$ cat config.mk
export PLATFORM = sky130hd
export DESIGN_NAME = refill_buffer
export DESIGN_NICKNAME = d
export VERILOG_FILES = /design/src/icache_pkg.sv /design/src/refill_buffer.sv
export SDC_FILE = /design/constraint.sdc
export NUM_CORES = 1
export LEC_CHECK = 0
export BUFFER_PORTS_ARGS = -buffer_cell sky130_fd_sc_hd__buf_2
export CORE_ASPECT_RATIO = 0.8
export CORE_MARGIN = 2
export CORE_UTILIZATION = 47
export DETAILED_ROUTE_END_ITERATION = 12
export GPL_TIMING_DRIVEN = 0
export PLACE_DENSITY = 0.77
export SETUP_SLACK_MARGIN = 0.15
export SYNTH_ARGS = -nofsm -noshare
export SYNTH_HDL_FRONTEND = slang
export SYNTH_SLANG_ARGS = --single-unit
$ cat constraint.sdc
create_clock -name clk -period 4.9 [get_ports clk]
set_input_delay 0.245 -clock clk [delete_from_list [all_inputs] [get_ports clk]]
set_output_delay 0.245 -clock clk [all_outputs]
set_load 0.1 [all_outputs]
$ cat src/icache_pkg.sv
package icache_pkg;

	// cache geometry
	localparam int ADDR_W = 32;
	localparam int WORD_W = 32;
	localparam int LINE_WORDS = 8;
	localparam int SETS = 64;
	localparam int OFFSET_W = 3;
	localparam int INDEX_W = 6;
	localparam int TAG_W = ADDR_W - INDEX_W - OFFSET_W - 2;

	typedef logic [WORD_W-1:0] word_t;
	typedef logic [TAG_W-1:0] tag_t;
	typedef logic [INDEX_W-1:0] index_t;
	typedef logic [OFFSET_W-1:0] offset_t;

	// fetch address split into its cache fields
	typedef struct packed {
		tag_t tag;
		index_t index;
		offset_t offset;
		logic [1:0] byte_sel;
	} fetch_fields_t;

	typedef union packed {
		word_t raw;
		fetch_fields_t f;
	} fetch_addr_t;

	typedef struct packed {
		logic valid;
		tag_t tag;
	} tag_entry_t;

	typedef logic [LINE_WORDS-1:0][WORD_W-1:0] line_t;

	// refill port, cache to memory
	typedef struct packed {
		logic ar_valid;
		word_t ar_addr;
		logic [7:0] ar_len;
		logic r_ready;
	} mem_req_t;

	// refill port, memory to cache
	typedef struct packed {
		logic ar_ready;
		logic r_valid;
		word_t r_data;
		logic r_last;
	} mem_rsp_t;

	// no ready, the fetch stage always takes the word
	typedef struct packed {
		logic valid;
		word_t data;
	} fetch_rsp_t;

endpackage

$ cat src/refill_buffer.sv
`timescale 1ns/100ps

module refill_buffer
	import icache_pkg::*;
(
	input  logic     clk,
	input  logic     rst,
	input  logic     enable,
	input  mem_rsp_t mem_rsp,
	output line_t    line,
	output logic     done
);

	logic [OFFSET_W-1:0] beat_cnt;
	line_t words_q;
	logic beat;

	// r_ready is held for the whole refill, so any r_valid is a beat
	assign beat = enable && mem_rsp.r_valid;
	assign done = beat && mem_rsp.r_last;

	always_ff @(posedge clk) begin
		if (rst) begin
			beat_cnt <= '0;
		end else if (done) begin
			beat_cnt <= '0;
		end else if (beat) begin
			beat_cnt <= beat_cnt + 1'b1;
		end
	end

	always_ff @(posedge clk) begin
		if (beat) begin
			words_q[beat_cnt] <= mem_rsp.r_data;
		end
	end

	// last word comes straight from the bus
	always_comb begin
		line = words_q;
		line[LINE_WORDS-1] = mem_rsp.r_data;
	end

	a_last_on_eighth: assert property (@(posedge clk) disable iff (rst)
		beat |-> (mem_rsp.r_last == (beat_cnt == OFFSET_W'(LINE_WORDS - 1))))
		else $error("refill_buffer: r_last not on beat %0d", LINE_WORDS);

endmodule

-- Yosys cells after proc, flatten, opt, wreduce, memory -nomap -nowiden
Index checks and enable logic that the tools add are counted.
W data, S select, Z words.
- add/sub/neg operators: 1
- order comparisons: 2
- multiplexer cells: 3
- reductions and logical operators: 4
- operators with widths (cell ; count):
    $bwmux W256 ; 1
    $demux W32 S3 ; 1
    $mux W32 ; 1
    $lt A3 B4 Y1 const B ; 1
    $add A3 B1 Y3 const B ; 1
    $ge A3 B1 Y1 const B ; 1
    $logic_and A1 B1 Y1 ; 3
    $reduce_or A2 Y1 ; 1
- register bits: 259
- input bits: 38
- output and inout port bits: 257
- word-level logic and storage cells: 19

-- Depth between registers and ports, before layout
Gate-level depths: netlist of the first run.
- word-level depth: 5
- depth in mapped cells: 3
- depth with buffers taken out: 3

-- Worst setup path after synthesis of the first run
No wires, ideal clock.
- kind: reg2reg
- start: register, netlist name beat_cnt[2]
- end: register words_q, in the netlist line[0] (enable)
- library setup time: 502 ps
- arrival time: 3531 ps
- data required time: 4398 ps
- slack: 868 ps
- stages on the path, launching flop included: 2
- path buffers: 0
- period minus slack after synthesis: 4032 ps
- path through: dfxtp_1 nor4_1
- RTL lines (element ; line ; RTL):
    to (signal, indexed assignment) ; refill_buffer.sv:34 ; words_q[beat_cnt] <= mem_rsp.r_data;
    to (decl) ; refill_buffer.sv:15 ; line_t words_q;

==> results of run 1 <==
==> power groups by stage <==
stage               logic (uW)  registers [uW]  clock network, uW
floorplan                  134            2300                  0
global placement           305            2200                  0
detailed placement         316            2200                  0
CTS                        317            2160               1560
global route               327            2160               1620
finish                     317            2160               1520
==> cells in the mapped netlist <==
library cell	n
o32ai_2	1
a21oi_1	2
nor3_1	4
nand2_1	2
a21bo_2	2
nand2b_1	1
or2b_1	2
ha_1	1
nand3_1	1
buf_4	32
nor2_1	2
nand4bb_1	1
dfxtp_1	3
edfxtp_1	224
or3b_1	1
and3_1	1
nand4b_1	1
o211a_1	1
nor4_1	1
==> through the flow <==
| stage | std cells | worst slack [ps] | cell area (um^2) | setup TNS, ps |
|---|---|---|---|---|
| floorplan | 283 | 868 | 7200 | 0 |
| global placement | 765 | -1580 | 8900 | -108080 |
| detailed placement | 784 | 2710 | 9160 | 0 |
| CTS | 824 | 2760 | 9830 | 0 |
| global route | 824 | 2650 | 9830 | 0 |
| finish | 825 | 2800 | 9830 | 0 |
==> final cells by class <==
type | count | area, um^2 | area share (%)
well taps | 189 | 236 | 2.41
repair buffers | 314 | 1700 | 17.3
multi-input cells | 24 | 213 | 2.16
clock inverters | 10 | 53.8 | 0.547
plain buffers | 32 | 240 | 2.44
clock buffers | 28 | 594 | 6.05
diodes | 1 | 2.50 | 0.0255
flip-flops and latches | 227 | 6790 | 69.0
==> placed cells by master, fill, tap and decap left out <==
| master | Yosys | routed |
|---|---|---|
| o32ai_2 | 1 | 1 |
| nor2_4 | 0 | 2 |
| clkbuf_16 | 0 | 23 |
| clkinv_4 | 0 | 1 |
| inv_6 | 0 | 1 |
| nand4b_1 | 1 | 1 |
| buf_6 | 0 | 13 |
| nand2b_1 | 1 | 1 |
| o211a_1 | 1 | 1 |
| buf_12 | 0 | 2 |
| nor4_2 | 0 | 1 |
| buf_2 | 0 | 293 |
| or2b_1 | 2 | 2 |
| clkinv_2 | 0 | 5 |
| diode_2 | 0 | 1 |
| clkinv_1 | 0 | 3 |
| ha_1 | 1 | 1 |
| buf_4 | 32 | 36 |
| edfxtp_1 | 224 | 224 |
| nand2_1 | 2 | 2 |
| clkbuf_1 | 0 | 5 |
| a21oi_1 | 2 | 2 |
| a21bo_2 | 2 | 2 |
| or3b_1 | 1 | 1 |
| and3_1 | 1 | 1 |
| dfxtp_1 | 3 | 3 |
| dlygate4sd3_1 | 0 | 2 |
| nor3_2 | 0 | 4 |
| nand4bb_1 | 1 | 1 |
| nand3_1 | 1 | 1 |
==> state kept, by name (all words and copies together), names as in the netlist <==
| register | count |
|---|---|
| line | 224 |
| beat_cnt | 3 |
==> path summary, 6_finish.rpt <==
check	startpoint	endpoint	slack [ps]	cells past startpoint
hold / removal	mem_rsp[30]	line[221]	20	1
hold reg to reg	beat_cnt[2]	beat_cnt[2]	670	2
setup / recovery	beat_cnt[1]	line[88]	2800	3
setup reg to reg	beat_cnt[1]	line[88]	2800	3
==> worst reg2reg max path: stages, from the launching register on <==
cell     delay (ps)
dfxtp_1         490
nand3_1         290
nor3_2          740
buf_6           270
==> kinds of logic (layout without fill, tap and decap cells) <==
| group | count (synthesis) | after routing | share of synthesized area (%) |
|---|---|---|---|
| compound gates | 6 | 6 | 0.782 |
| fa+ha+maj | 1 | 1 | 0.174 |
| buf+inv | 32 | 384 | 3.34 |
| flops | 227 | 227 | 94.3 |
| other cells | 0 | 1 | 0 |
| simple gates | 17 | 17 | 1.43 |
==> layer usage <==
layer,up-vias,global-route usage (%)
met2,209,32.3
met1,1949,23.7
met3,25,6.02
li1,1774,-
met5,-,0
met4,0,4.88
==> Flow_metrics.wiki, run 1 <==
{| class="wikitable"
! Metric !! Value
|-
| Met2 WL post-DR || between 8000 and 9000 um
|-
| Skew-Pair Late Insertion Delay || about 490 ps
|-
| Total congestion overflow after global routing || 0
|-
| Global-route wire length before repair || between 20000 and 25000 um
|-
| Met3 Wirelength || between 1000 and 1500 um
|-
| Family of cells with the greatest summed delay on the critical path || simple AND/OR/NAND/NOR gates
|-
| Startpoint-to-endpoint class of the critical path || flip-flop to flip-flop
|-
| Fraction of synthesized cell area taken by the top area cell type || roughly 93%
|-
| Pin count of the biggest net entering global routing || 22
|-
| Post-Synthesis Cell Area || 0.00720 mm^2
|-
| Die area || between 0.015 and 0.02 mm^2
|-
| Initial detailed-routing violation count || 234
|-
| Post-synthesis register bit count || 227
|-
| Fin util || 65.5%
|-
| Leading cell types by total area after synthesis || edfxtp_1 (93%), buf_4 (3.3%), dfxtp_1 (0.83%)
|-
| Top-level I/O count || 295
|-
| Maximum Capacitance Violations || 0
|-
| Data arrival time of the worst path || 2290 ps
|-
| Cts hold-fix bufs || 2
|-
| Critical Path, Cell by Cell || nand3_1, nor3_2, buf_6
|-
| Fraction of final layout cells with drive strength greater than 1 || approximately three fifths
|-
| Switching power || just over 900 uW
|-
| Cell taking the most area after synthesis || edfxtp_1
|-
| Post CTS Setup Buffer Count || 0
|-
| GRT Resource Usage Total || a little under a fifth
|-
| Total routed wirelength || 16200 um
|-
| Number of filler instances in the final layout || approximately 1000
|-
| Maximum cell stage delay along the critical path || 740 ps
|-
| Hold Path Class || input port to flip-flop
|-
| Buffers on Ports || approximately 290
|-
| Post-CTS Resized || 0
|-
| Required arrival time at the worst endpoint || 5090 ps
|-
| Area Growth Syn to Fin || 36.6%
|-
| Average wire per standard cell || about 20 um
|-
| Unrepaired setup endpoints after global routing || no
|-
| Synthesized area per cell || 25.4 um^2
|-
| Total count of max-transition violations in the final report || 0
|-
| P_int || 3060 uW
|-
| Placeable Area || 0.0150 mm^2
|-
| Mapped Nets || 322
|-
| Kind of start point of the critical path || flip-flop
|-
| Die width || 142 um
|-
| Final setup violation count || 0
|-
| Clock-pin transition on the worst setup and hold timing paths || 60 ps
|-
| Final Hold Violating Endpoints || 0
|-
| Pre-antenna DRT Iters || 4
|-
| Total clock sinks || roughly 230
|-
| Top sig layer || met4
|-
| Routed via count divided by cell count || 4.80
|-
| Number of rows in the core area || 40
|-
| Crit-path slowest cell || nor3_2
|-
| Worst slew margin relative to its limit || 39.9%
|-
| Highest net fanout along the worst path || 10
|-
| Worst Max-Slew Pin Slew || ~900 ps
|-
| Maximum buffer depth of the clock tree || 3
|-
| Height of the die || around 110 um
|-
| Initial antenna violation count || 0
|-
| # H-tree levels || 1
|-
| Via count || 3957
|-
| Number of distinct standard cells referenced by the synthesized netlist || 19
|-
| Achievable clock frequency || around 480 MHz
|-
| Total Power || around 4000 uW
|-
| Share of the clock period used by the worst path after layout || between 40% and 50%
|-
| Clock power frac || a little under two fifths
|-
| Routed length on met1 || between 6000 and 7000 um
|-
| Final Hold Slack || 21.9 ps
|-
| Ratio of total power to cell area || 406 mW/mm^2
|-
| Number of routed nets with antenna violations || 0
|-
| Min Tclk post-route || 2100 ps
|-
| Outcome || finished clean
|-
| Yosys warnings || 0
|-
| Routability Congestion || between 0.7 and 0.8
|-
| Power share of the combinational group || under 10%
|-
| Sum of buffers and inverters on the critical path || 1
|-
| Total half-perimeter wirelength after legalization and detailed placement || 11300 um
|-
| Worst Clk Skew || around 12 ps
|-
| CTS tree || done
|-
| Static leakage || 0.00387 uW
|-
| DRC violations left || 0
|-
| Switch share || 23.4%
|-
| TritonCTS Buffers || 22
|-
| Worst vdd ir || 0.374 mV
|-
| Effective utilization at floorplan || 47.9%
|-
| Post-synthesis cell count || roughly 280
|-
| Cell at the root of the clock tree || clkbuf_16
|-
| Endpoint type of the worst setup path || flip-flop
|-
| Proportion of synthesized chip area in sequential cells || a little over nine tenths
|-
| Via count of the first global-routing pass || just under 4000
|-
| Post-layout net count || 660
|-
| Part of the power in registers || 54.0%
|}
Note: power is estimated with default switching activity, not from simulation.
==> run 2: changes to the inputs <==
==> constraint.sdc (replaced) <==
create_clock -name clk -period 2 [get_ports clk]
set_input_delay 0.1 -clock clk [delete_from_list [all_inputs] [get_ports clk]]
set_output_delay 0.1 -clock clk [all_outputs]
set_load 0.1 [all_outputs]
==> run 2 against run 1 <==
  * Maximum frequency is 6.9% higher
  * Total power up 150%
  * Via count increased by 3.6%
  * Clock power grew to 2.5 times the previous value
  * Count of clock-buffer cells in the layout increased by 1
  * Critical path type unchanged
  * Largest power group unchanged
==> Flow_metrics.wiki, run 2 (same netlist as run 1, synthesis figures left out) <==
{| class="wikitable"
! Metric !! Value
|-
| Maximum cell stage delay along the critical path || 850 ps (+110 ps)
|-
| Pre-antenna DRT Iters || 4 (unchanged)
|-
| Pre-CTS setup slack || -115 ps (-2830 ps)
|-
| Effective utilization at floorplan || 47.9% (unchanged)
|-
| GRT Resource Usage Total || 19.7% (+0.77 points)
|-
| Worst Max-Slew Pin Slew || 1130 ps (+237 ps)
|-
| Non-filler instance count after layout || 858 (+4.0%)
|-
| Met2 Resource Use GR || 33.4% (+1.1 points)
|-
| Maximum Capacitance Violations || 0 (unchanged)
|-
| CTS tree || done
|-
| Height of the die || 115 um (unchanged)
|-
| Highest-count cells in the layout ignoring fill and taps || buf_2 (293), edfxtp_1 (224), buf_4 (41)
|-
| Achievable clock frequency || 508 MHz (+6.9%)
|-
| Buffers on Ports || 293 (unchanged)
|-
| Unrepaired setup endpoints after global routing || yes
|-
| Crit-path slowest cell || nor2_4
|-
| Required arrival time at the worst endpoint || 2090 ps (-3000 ps)
|-
| Total half-perimeter wirelength after legalization and detailed placement || 10700 um (-5.3%)
|-
| Min Tclk post-route || 1970 ps (-136 ps)
|-
| Maximum buffer depth of the clock tree || 3 (unchanged)
|-
| Number of rows in the core area || 40 (unchanged)
|-
| Die width || 142 um (unchanged)
|-
| Critical Path, Cell by Cell || or2b_4, nor2_4
|-
| Clock-pin transition on the worst setup and hold timing paths || 60 ps (about the same)
|-
| Worst vdd ir || 0.666 mV (+78%)
|-
| Outcome || finished clean
|-
| Via count of the first global-routing pass || 4236 (+7.4%)
|-
| TritonCTS Buffers || 22 (unchanged)
|-
| Cell at the root of the clock tree || clkbuf_16
|-
| Kind of start point of the critical path || flip-flop
|-
| Total routed wirelength || 16800 um (+3.6%)
|-
| Sum of buffers and inverters on the critical path || 0 (-1)
|-
| Critical path depth || 2 (-1)
|-
| Cell Count Post-Placement || 774 (-1.3%)
|-
| Initial antenna violation count || 0 (unchanged)
|-
| Area Growth Syn to Fin || 43.1%
|-
| Reg-to-reg setup timing slack || 30 ps (-2760 ps)
|-
| Die area || 0.0163 mm^2 (unchanged)
|-
| Post-layout net count || 695 (+5.3%)
|-
| Static leakage || 0.00404 uW (+4.4%)
|-
| Hold Path Class || input port to flip-flop
|-
| # H-tree levels || 1 (unchanged)
|-
| Initial detailed-routing violation count || 273 (+17%)
|-
| Global routing's busiest layer || met2
|-
| Post-route cell area || 0.0103 mm^2 (+4.8%)
|-
| Area of the multi-input gates || 258 um^2 (+21%)
|-
| M1 GR Usage || 24.9% (+1.1 points)
|-
| Number of routed nets with antenna violations || 0 (unchanged)
|-
| Via count || 4098 (+3.6%)
|-
| Capture point of the worst path || line[211]
|-
| Global-route wire length before repair || 24100 um (+4.9%)
|-
| Startpoint-to-endpoint class of the critical path || flip-flop to flip-flop
|-
| Cell depth of the worst flop-to-flop path || 2 (-1)
|-
| Data arrival time of the worst path || 2060 ps (-230 ps)
|-
| Endpoint type of the worst setup path || flip-flop
|-
| Most common library cell in the layout ignoring fill and taps || buf_2
|-
| DP Area || 0.00918 mm^2 (+0.22%)
|-
| Share of the clock period used by the worst path after layout || 98.4% (+55 points)
|-
| Max FFs per register || 224 (unchanged)
|-
| FF-to-FF End || line[211]
|-
| Met3 track demand over resource || 5.86% (-0.17 points)
|-
| Worst setup path startpoint || beat_cnt[2]
|-
| Worst r2r src || beat_cnt[2]
|-
| Routability Congestion || 0.744 (+1.7%)
|-
| Worst slew margin relative to its limit || 24.2% (-16 points)
|-
| Top-level I/O count || 295 (unchanged)
|-
| PnR worst setup slack || 32.7 ps (-2760 ps)
|-
| FF+latch area || 0.00680 mm^2 (+0.17%)
|-
| Total clock sinks || 227 (unchanged)
|-
| Total Power || 9940 uW (+150%)
|-
| Total count of max-transition violations in the final report || 0 (unchanged)
|-
| Total congestion overflow after global routing || 0 (unchanged)
|-
| Number of antenna diodes || 0 (-1)
|-
| Final setup violation count || 0 (unchanged)
|-
| Ratio of total power to cell area || 964 mW/mm^2 (+140%)
|-
| Highest net fanout along the worst path || 32 (+22)
|-
| Worst Clk Skew || 15.8 ps (+3.49 ps)
|-
| Skew-Pair Late Insertion Delay || 490 ps (about the same)
|-
| Placeable Area || 0.0150 mm^2 (unchanged)
|-
| Pin count of the biggest net entering global routing || 33 (+50%)
|-
| Average wire per standard cell || 19.6 um (-0.41%)
|-
| Final Hold Violating Endpoints || 0 (unchanged)
|-
| DRC violations left || 0 (unchanged)
|-
| Routed via count divided by cell count || 4.78 (-0.42%)
|-
| Number of filler instances in the final layout || 951 (-5.5%)
|-
| Family of cells with the greatest summed delay on the critical path || simple AND/OR/NAND/NOR gates
|-
| Fraction of final layout cells with drive strength greater than 1 || 57.7% (-2.8 points)
|}
[run 2: cell types whose count changed in the layout (fill, tap and decap cells not counted), sizes merged]
| cell | change |
|---|---|
| dlygate4sd3 | +36 |
| clkinv | -2 |
| buf | -1 |
| bufinv | +1 |
| clkbuf | +1 |
| diode | -1 |
| inv | -1 |
[run 2: area by class of cell]
type	count	area share [%]
sequential	227	66.0
tap	189	2.30
timing repair buffer	349	20.5
buffer	32	2.33
multi-input combinational	24	2.50
clock inverter	8	0.619
clock buffer	29	5.81
[run 2: worst min-delay path, delay by kind of cell]
family                 cells  cell delay, ps
AOI/OAI and AO/OA          2             200
buffers and inverters      1             180
[run 2: how the worst min path moves through the flow]
stage / cells after the start / end / from
6_report: 3 / beat_cnt[1] / enable
3_3_place_gp: 2 / beat_cnt[1] / rst
5_1_grt: 3 / beat_cnt[1] / mem_rsp[33]
3_5_place_dp: 2 / beat_cnt[1] / rst
4_1_cts: 3 / beat_cnt[1] / enable
2_1_floorplan: 1 / beat_cnt[1] / rst
[run 2: what timing repair did]
item                       in CTS  in global routing
pin swaps                       2                  1
hold endpoints to repair      227                  0
hold buffers                   38                  0
setup endpoints to repair     119                 65
gates resized for setup         3                  1
buffers inserted                8                  1
[run 2: through the flow]
step | hold WS [ps] | util (%) | setup TNS [ps]
4_1_cts | 2.25 | 68.6 | -1400
6_report | 41.3 | 68.6 | 0
5_1_grt | 49.6 | 68.6 | -2760
3_5_place_dp | 310 | 61.1 | -7700
3_3_place_gp | 291 | 59.8 | -102970
2_1_floorplan | 159 | - | 0
[run 2: power by group]
group / total [uW] / leakage (uW) / internal [uW] / switching [uW]
logic: 844 / 0.00167 / 177 / 667
registers: 5280 / 0.00205 / 5270 / 11.8
clock network: 3810 / 0.000323 / 2220 / 1590
total: 9940 / 0.00404 / 7660 / 2270
[run 2: per-layer routing]
layer	vias to the layer above	part of all wire [%]
li1	1832	-
met1	2017	40
met2	217	49
met3	32	8.3
met4	0	2.4
met5	-	0
==> run 3: changes to the inputs <==
--- a/config.mk
+++ b/config.mk
@@ -8,10 +8,11 @@
 export BUFFER_PORTS_ARGS = -buffer_cell sky130_fd_sc_hd__buf_2
 export CORE_ASPECT_RATIO = 0.8
 export CORE_MARGIN = 2
-export CORE_UTILIZATION = 47
+export CORE_UTILIZATION = 49
+export CTS_BUF_LIST = sky130_fd_sc_hd__clkbuf_8
 export DETAILED_ROUTE_END_ITERATION = 12
 export GPL_TIMING_DRIVEN = 0
-export PLACE_DENSITY = 0.77
+export PLACE_DENSITY = 0.8
 export SETUP_SLACK_MARGIN = 0.15
 export SYNTH_ARGS = -nofsm -noshare
 export SYNTH_HDL_FRONTEND = slang
==> run 3 against run 2 <==
  * Non-clock buffer count decreased by 3
  * Clock power decreased by 5%
  * Flip-flop and latch count unchanged
  * Cell count increased by 2.2%
  * Sequential share of layout area about the same
  * Setup slack got worse by 24 ps
  * Die area decreased by 4.0%
  * Sequential power about the same
  * Via count increased by 2.6%
  * Total power decreased by 2.0%
  * Critical endpoint is now line[201]
  * Largest power group unchanged
==> Flow_metrics.wiki, run 3 (same netlist as run 1, synthesis figures left out) <==
{| class="wikitable"
! Metric !! Value
|-
| Routability Congestion || 0.757 (+1.8%)
|-
| Clock-pin transition on the worst setup and hold timing paths || 60 ps (about the same)
|-
| Die width || 140 um (-2.0%)
|-
| Number of antenna diodes || 0 (unchanged)
|-
| Worst Max-Slew Pin Slew || 1210 ps (+71.7 ps)
|-
| Height of the die || 112 um (-2.0%)
|-
| Initial antenna violation count || 0 (unchanged)
|-
| Worst vdd ir || 0.636 mV (-4.4%)
|-
| Share of the clock period used by the worst path after layout || 99.6% (+1.2 points)
|-
| Hold Path Class || input port to flip-flop
|-
| Data arrival time of the worst path || 2080 ps (+20 ps)
|-
| Fraction of final layout cells with drive strength greater than 1 || 58.6% (+0.89 points)
|-
| Kind of start point of the critical path || flip-flop
|-
| DRC violations left || 0 (unchanged)
|-
| Total count of max-transition violations in the final report || 0 (unchanged)
|-
| Setup total negative slack || 0 ps (unchanged)
|-
| Most common library cell in the layout ignoring fill and taps || buf_2
|-
| Pin count of the biggest net entering global routing || 33 (unchanged)
|-
| Average wire per standard cell || 19.8 um (+1.1%)
|-
| Required arrival time at the worst endpoint || 2090 ps (about the same)
|-
| Static leakage || 0.00407 uW (+0.72%)
|-
| Met3 Wirelength || 1480 um (+5.9%)
|-
| # H-tree levels || 2 (+1)
|-
| Global-route wire length before repair || 25800 um (+7.0%)
|-
| Unrepaired setup endpoints after global routing || yes
|-
| Die area || 0.0157 mm^2 (-4.0%)
|-
| Worst slew margin relative to its limit || 19.5% (-4.8 points)
|-
| Final Hold Violating Endpoints || 0 (unchanged)
|-
| GRT Resource Usage Total || 21.9% (+2.2 points)
|-
| Total routed wirelength || 17400 um (+3.4%)
|-
| Skew-Pair Late Insertion Delay || 490 ps (about the same)
|-
| Worst Clk Skew || 19.5 ps (+3.74 ps)
|-
| Startpoint-to-endpoint class of the critical path || flip-flop to flip-flop
|-
| Total congestion overflow after global routing || 0 (unchanged)
|-
| Post-layout net count || 705 (+1.4%)
|-
| Placeable Area || 0.0143 mm^2 (-4.8%)
|-
| Total clock sinks || 227 (unchanged)
|-
| Initial detailed-routing violation count || 239 (-12%)
|-
| Final setup violation count || 0 (unchanged)
|-
| Post-route cell area || 0.0103 mm^2 (about the same)
|-
| Reg-to-reg setup timing slack || 8 ps (-20 ps)
|-
| Total Power || 9740 uW (-2.0%)
|-
| Maximum buffer depth of the clock tree || 3 (unchanged)
|-
| Achievable clock frequency || 502 MHz (-1.2%)
|-
| Maximum Capacitance Violations || 0 (unchanged)
|-
| Min Tclk post-route || 1990 ps (+24.3 ps)
|-
| Worst r2r src || beat_cnt[2]
|-
| Max FFs per register || 224 (unchanged)
|-
| Number of rows in the core area || 39 (-2.5%)
|-
| Destination of the worst hold path || beat_cnt[2]
|-
| Met2 WL post-DR || 8800 um (+5.9%)
|-
| Pre-antenna DRT Iters || 4 (unchanged)
|-
| Effective utilization at floorplan || 50.3% (+2.4 points)
|-
| Origin of the worst min-delay path || mem_rsp[33]
|-
| Area Growth Syn to Fin || 43.1% (about the same)
|-
| Routed via count divided by cell count || 4.79 (+0.36%)
|-
| Routed length on met1 || 6810 um (+1.7%)
|-
| TritonCTS Buffers || 35 (+59%)
|-
| Via count || 4204 (+2.6%)
|-
| FF-to-FF End || line[201]
|-
| Cell at the root of the clock tree || clkbuf_8
|-
| Ratio of total power to cell area || 946 mW/mm^2 (-1.9%)
|-
| Outcome || finished clean
|-
| Endpoint type of the worst setup path || flip-flop
|-
| Top sig layer || met4
|-
| Buffers on Ports || 293 (unchanged)
|-
| Cell depth of the worst flop-to-flop path || 2 (unchanged)
|-
| Top-level I/O count || 295 (unchanged)
|-
| DP Area || 0.00918 mm^2 (about the same)
|-
| Highest-count cells in the layout ignoring fill and taps || buf_2 (293), edfxtp_1 (224), buf_4 (38), clkbuf_8 (38), dlygate4sd3_1 (38)
|-
| Number of cells on the worst hold path || 3 (unchanged)
|-
| Highest net fanout along the worst path || 32 (unchanged)
|-
| Total half-perimeter wirelength after legalization and detailed placement || 11100 um (+3.7%)
|-
| Number of routed nets with antenna violations || 0 (unchanged)
|-
| Via count of the first global-routing pass || 4402 (+3.9%)
|-
| CTS tree || done
|}
[run 3: changes by cell type in the layout (fill, tap and decap cells not counted), sizes merged]
cell      change
clkinvlp      +2
inv           +6
clkinv       +10
clkbuf        +9
buf           -3
[run 3: timing repair]
| action | CTS | global route |
|---|---|---|
| pin swaps | 2 | 1 |
| hold buffers | 38 | 0 |
| setup endpoints to repair | 96 | 88 |
| setup buffers | 2 | 4 |
| resized for setup | 3 | 2 |
| endpoints found under the hold margin | 227 | 0 |
[run 3: worst max path at each step]
stage                     end         from  depth (start not counted)
global route        line[210]  beat_cnt[2]                          2
floorplan             line[0]  beat_cnt[1]                          1
CTS                 line[201]  beat_cnt[2]                          2
finish              line[201]  beat_cnt[2]                          2
detailed placement  line[120]  beat_cnt[1]                          2
global placement     line[11]       enable                          3
[run 3: stage by stage]
stage / hold slack [ps] / setup slack, ps / instances / utilization [%]
finish: 50.5 / 8.40 / 877 / 72.0
global placement: 288 / -849 / 760 / 62.8
detailed placement: 296 / -147 / 769 / 64.2
CTS: 6.32 / -23.2 / 873 / 71.7
floorplan: 159 / 34.8 / 283 / -
global route: 50.7 / -72.7 / 877 / 72.0
[run 3: critical path: stages (launching register included)]
cell,delay [ps]
dfxtp_4,400
or2b_4,310
nor2_4,870
[run 3: final cells by class]
class                      instances  area, um^2
clock inverter                    26         146
multi-input combinational         24         265
timing repair buffer             346        2090
tap                              184         230
sequential                       227        6800
clock buffer                      38         523
fill                             888        4000
buffer                            32         240
[run 3: routing by layer]
metal,vias to the layer above,global-route usage [%]
li1,1867,-
met1,2090,27.5
met2,219,36.7
met3,28,7.34
met4,0,6.53
met5,-,0
[run 3: where the power goes]
part           switching (uW)  leakage [uW]  internal, uW
logic                     669       0.00166           175
clock network            1710      0.000364          1910
registers                13.0       0.00205          5270
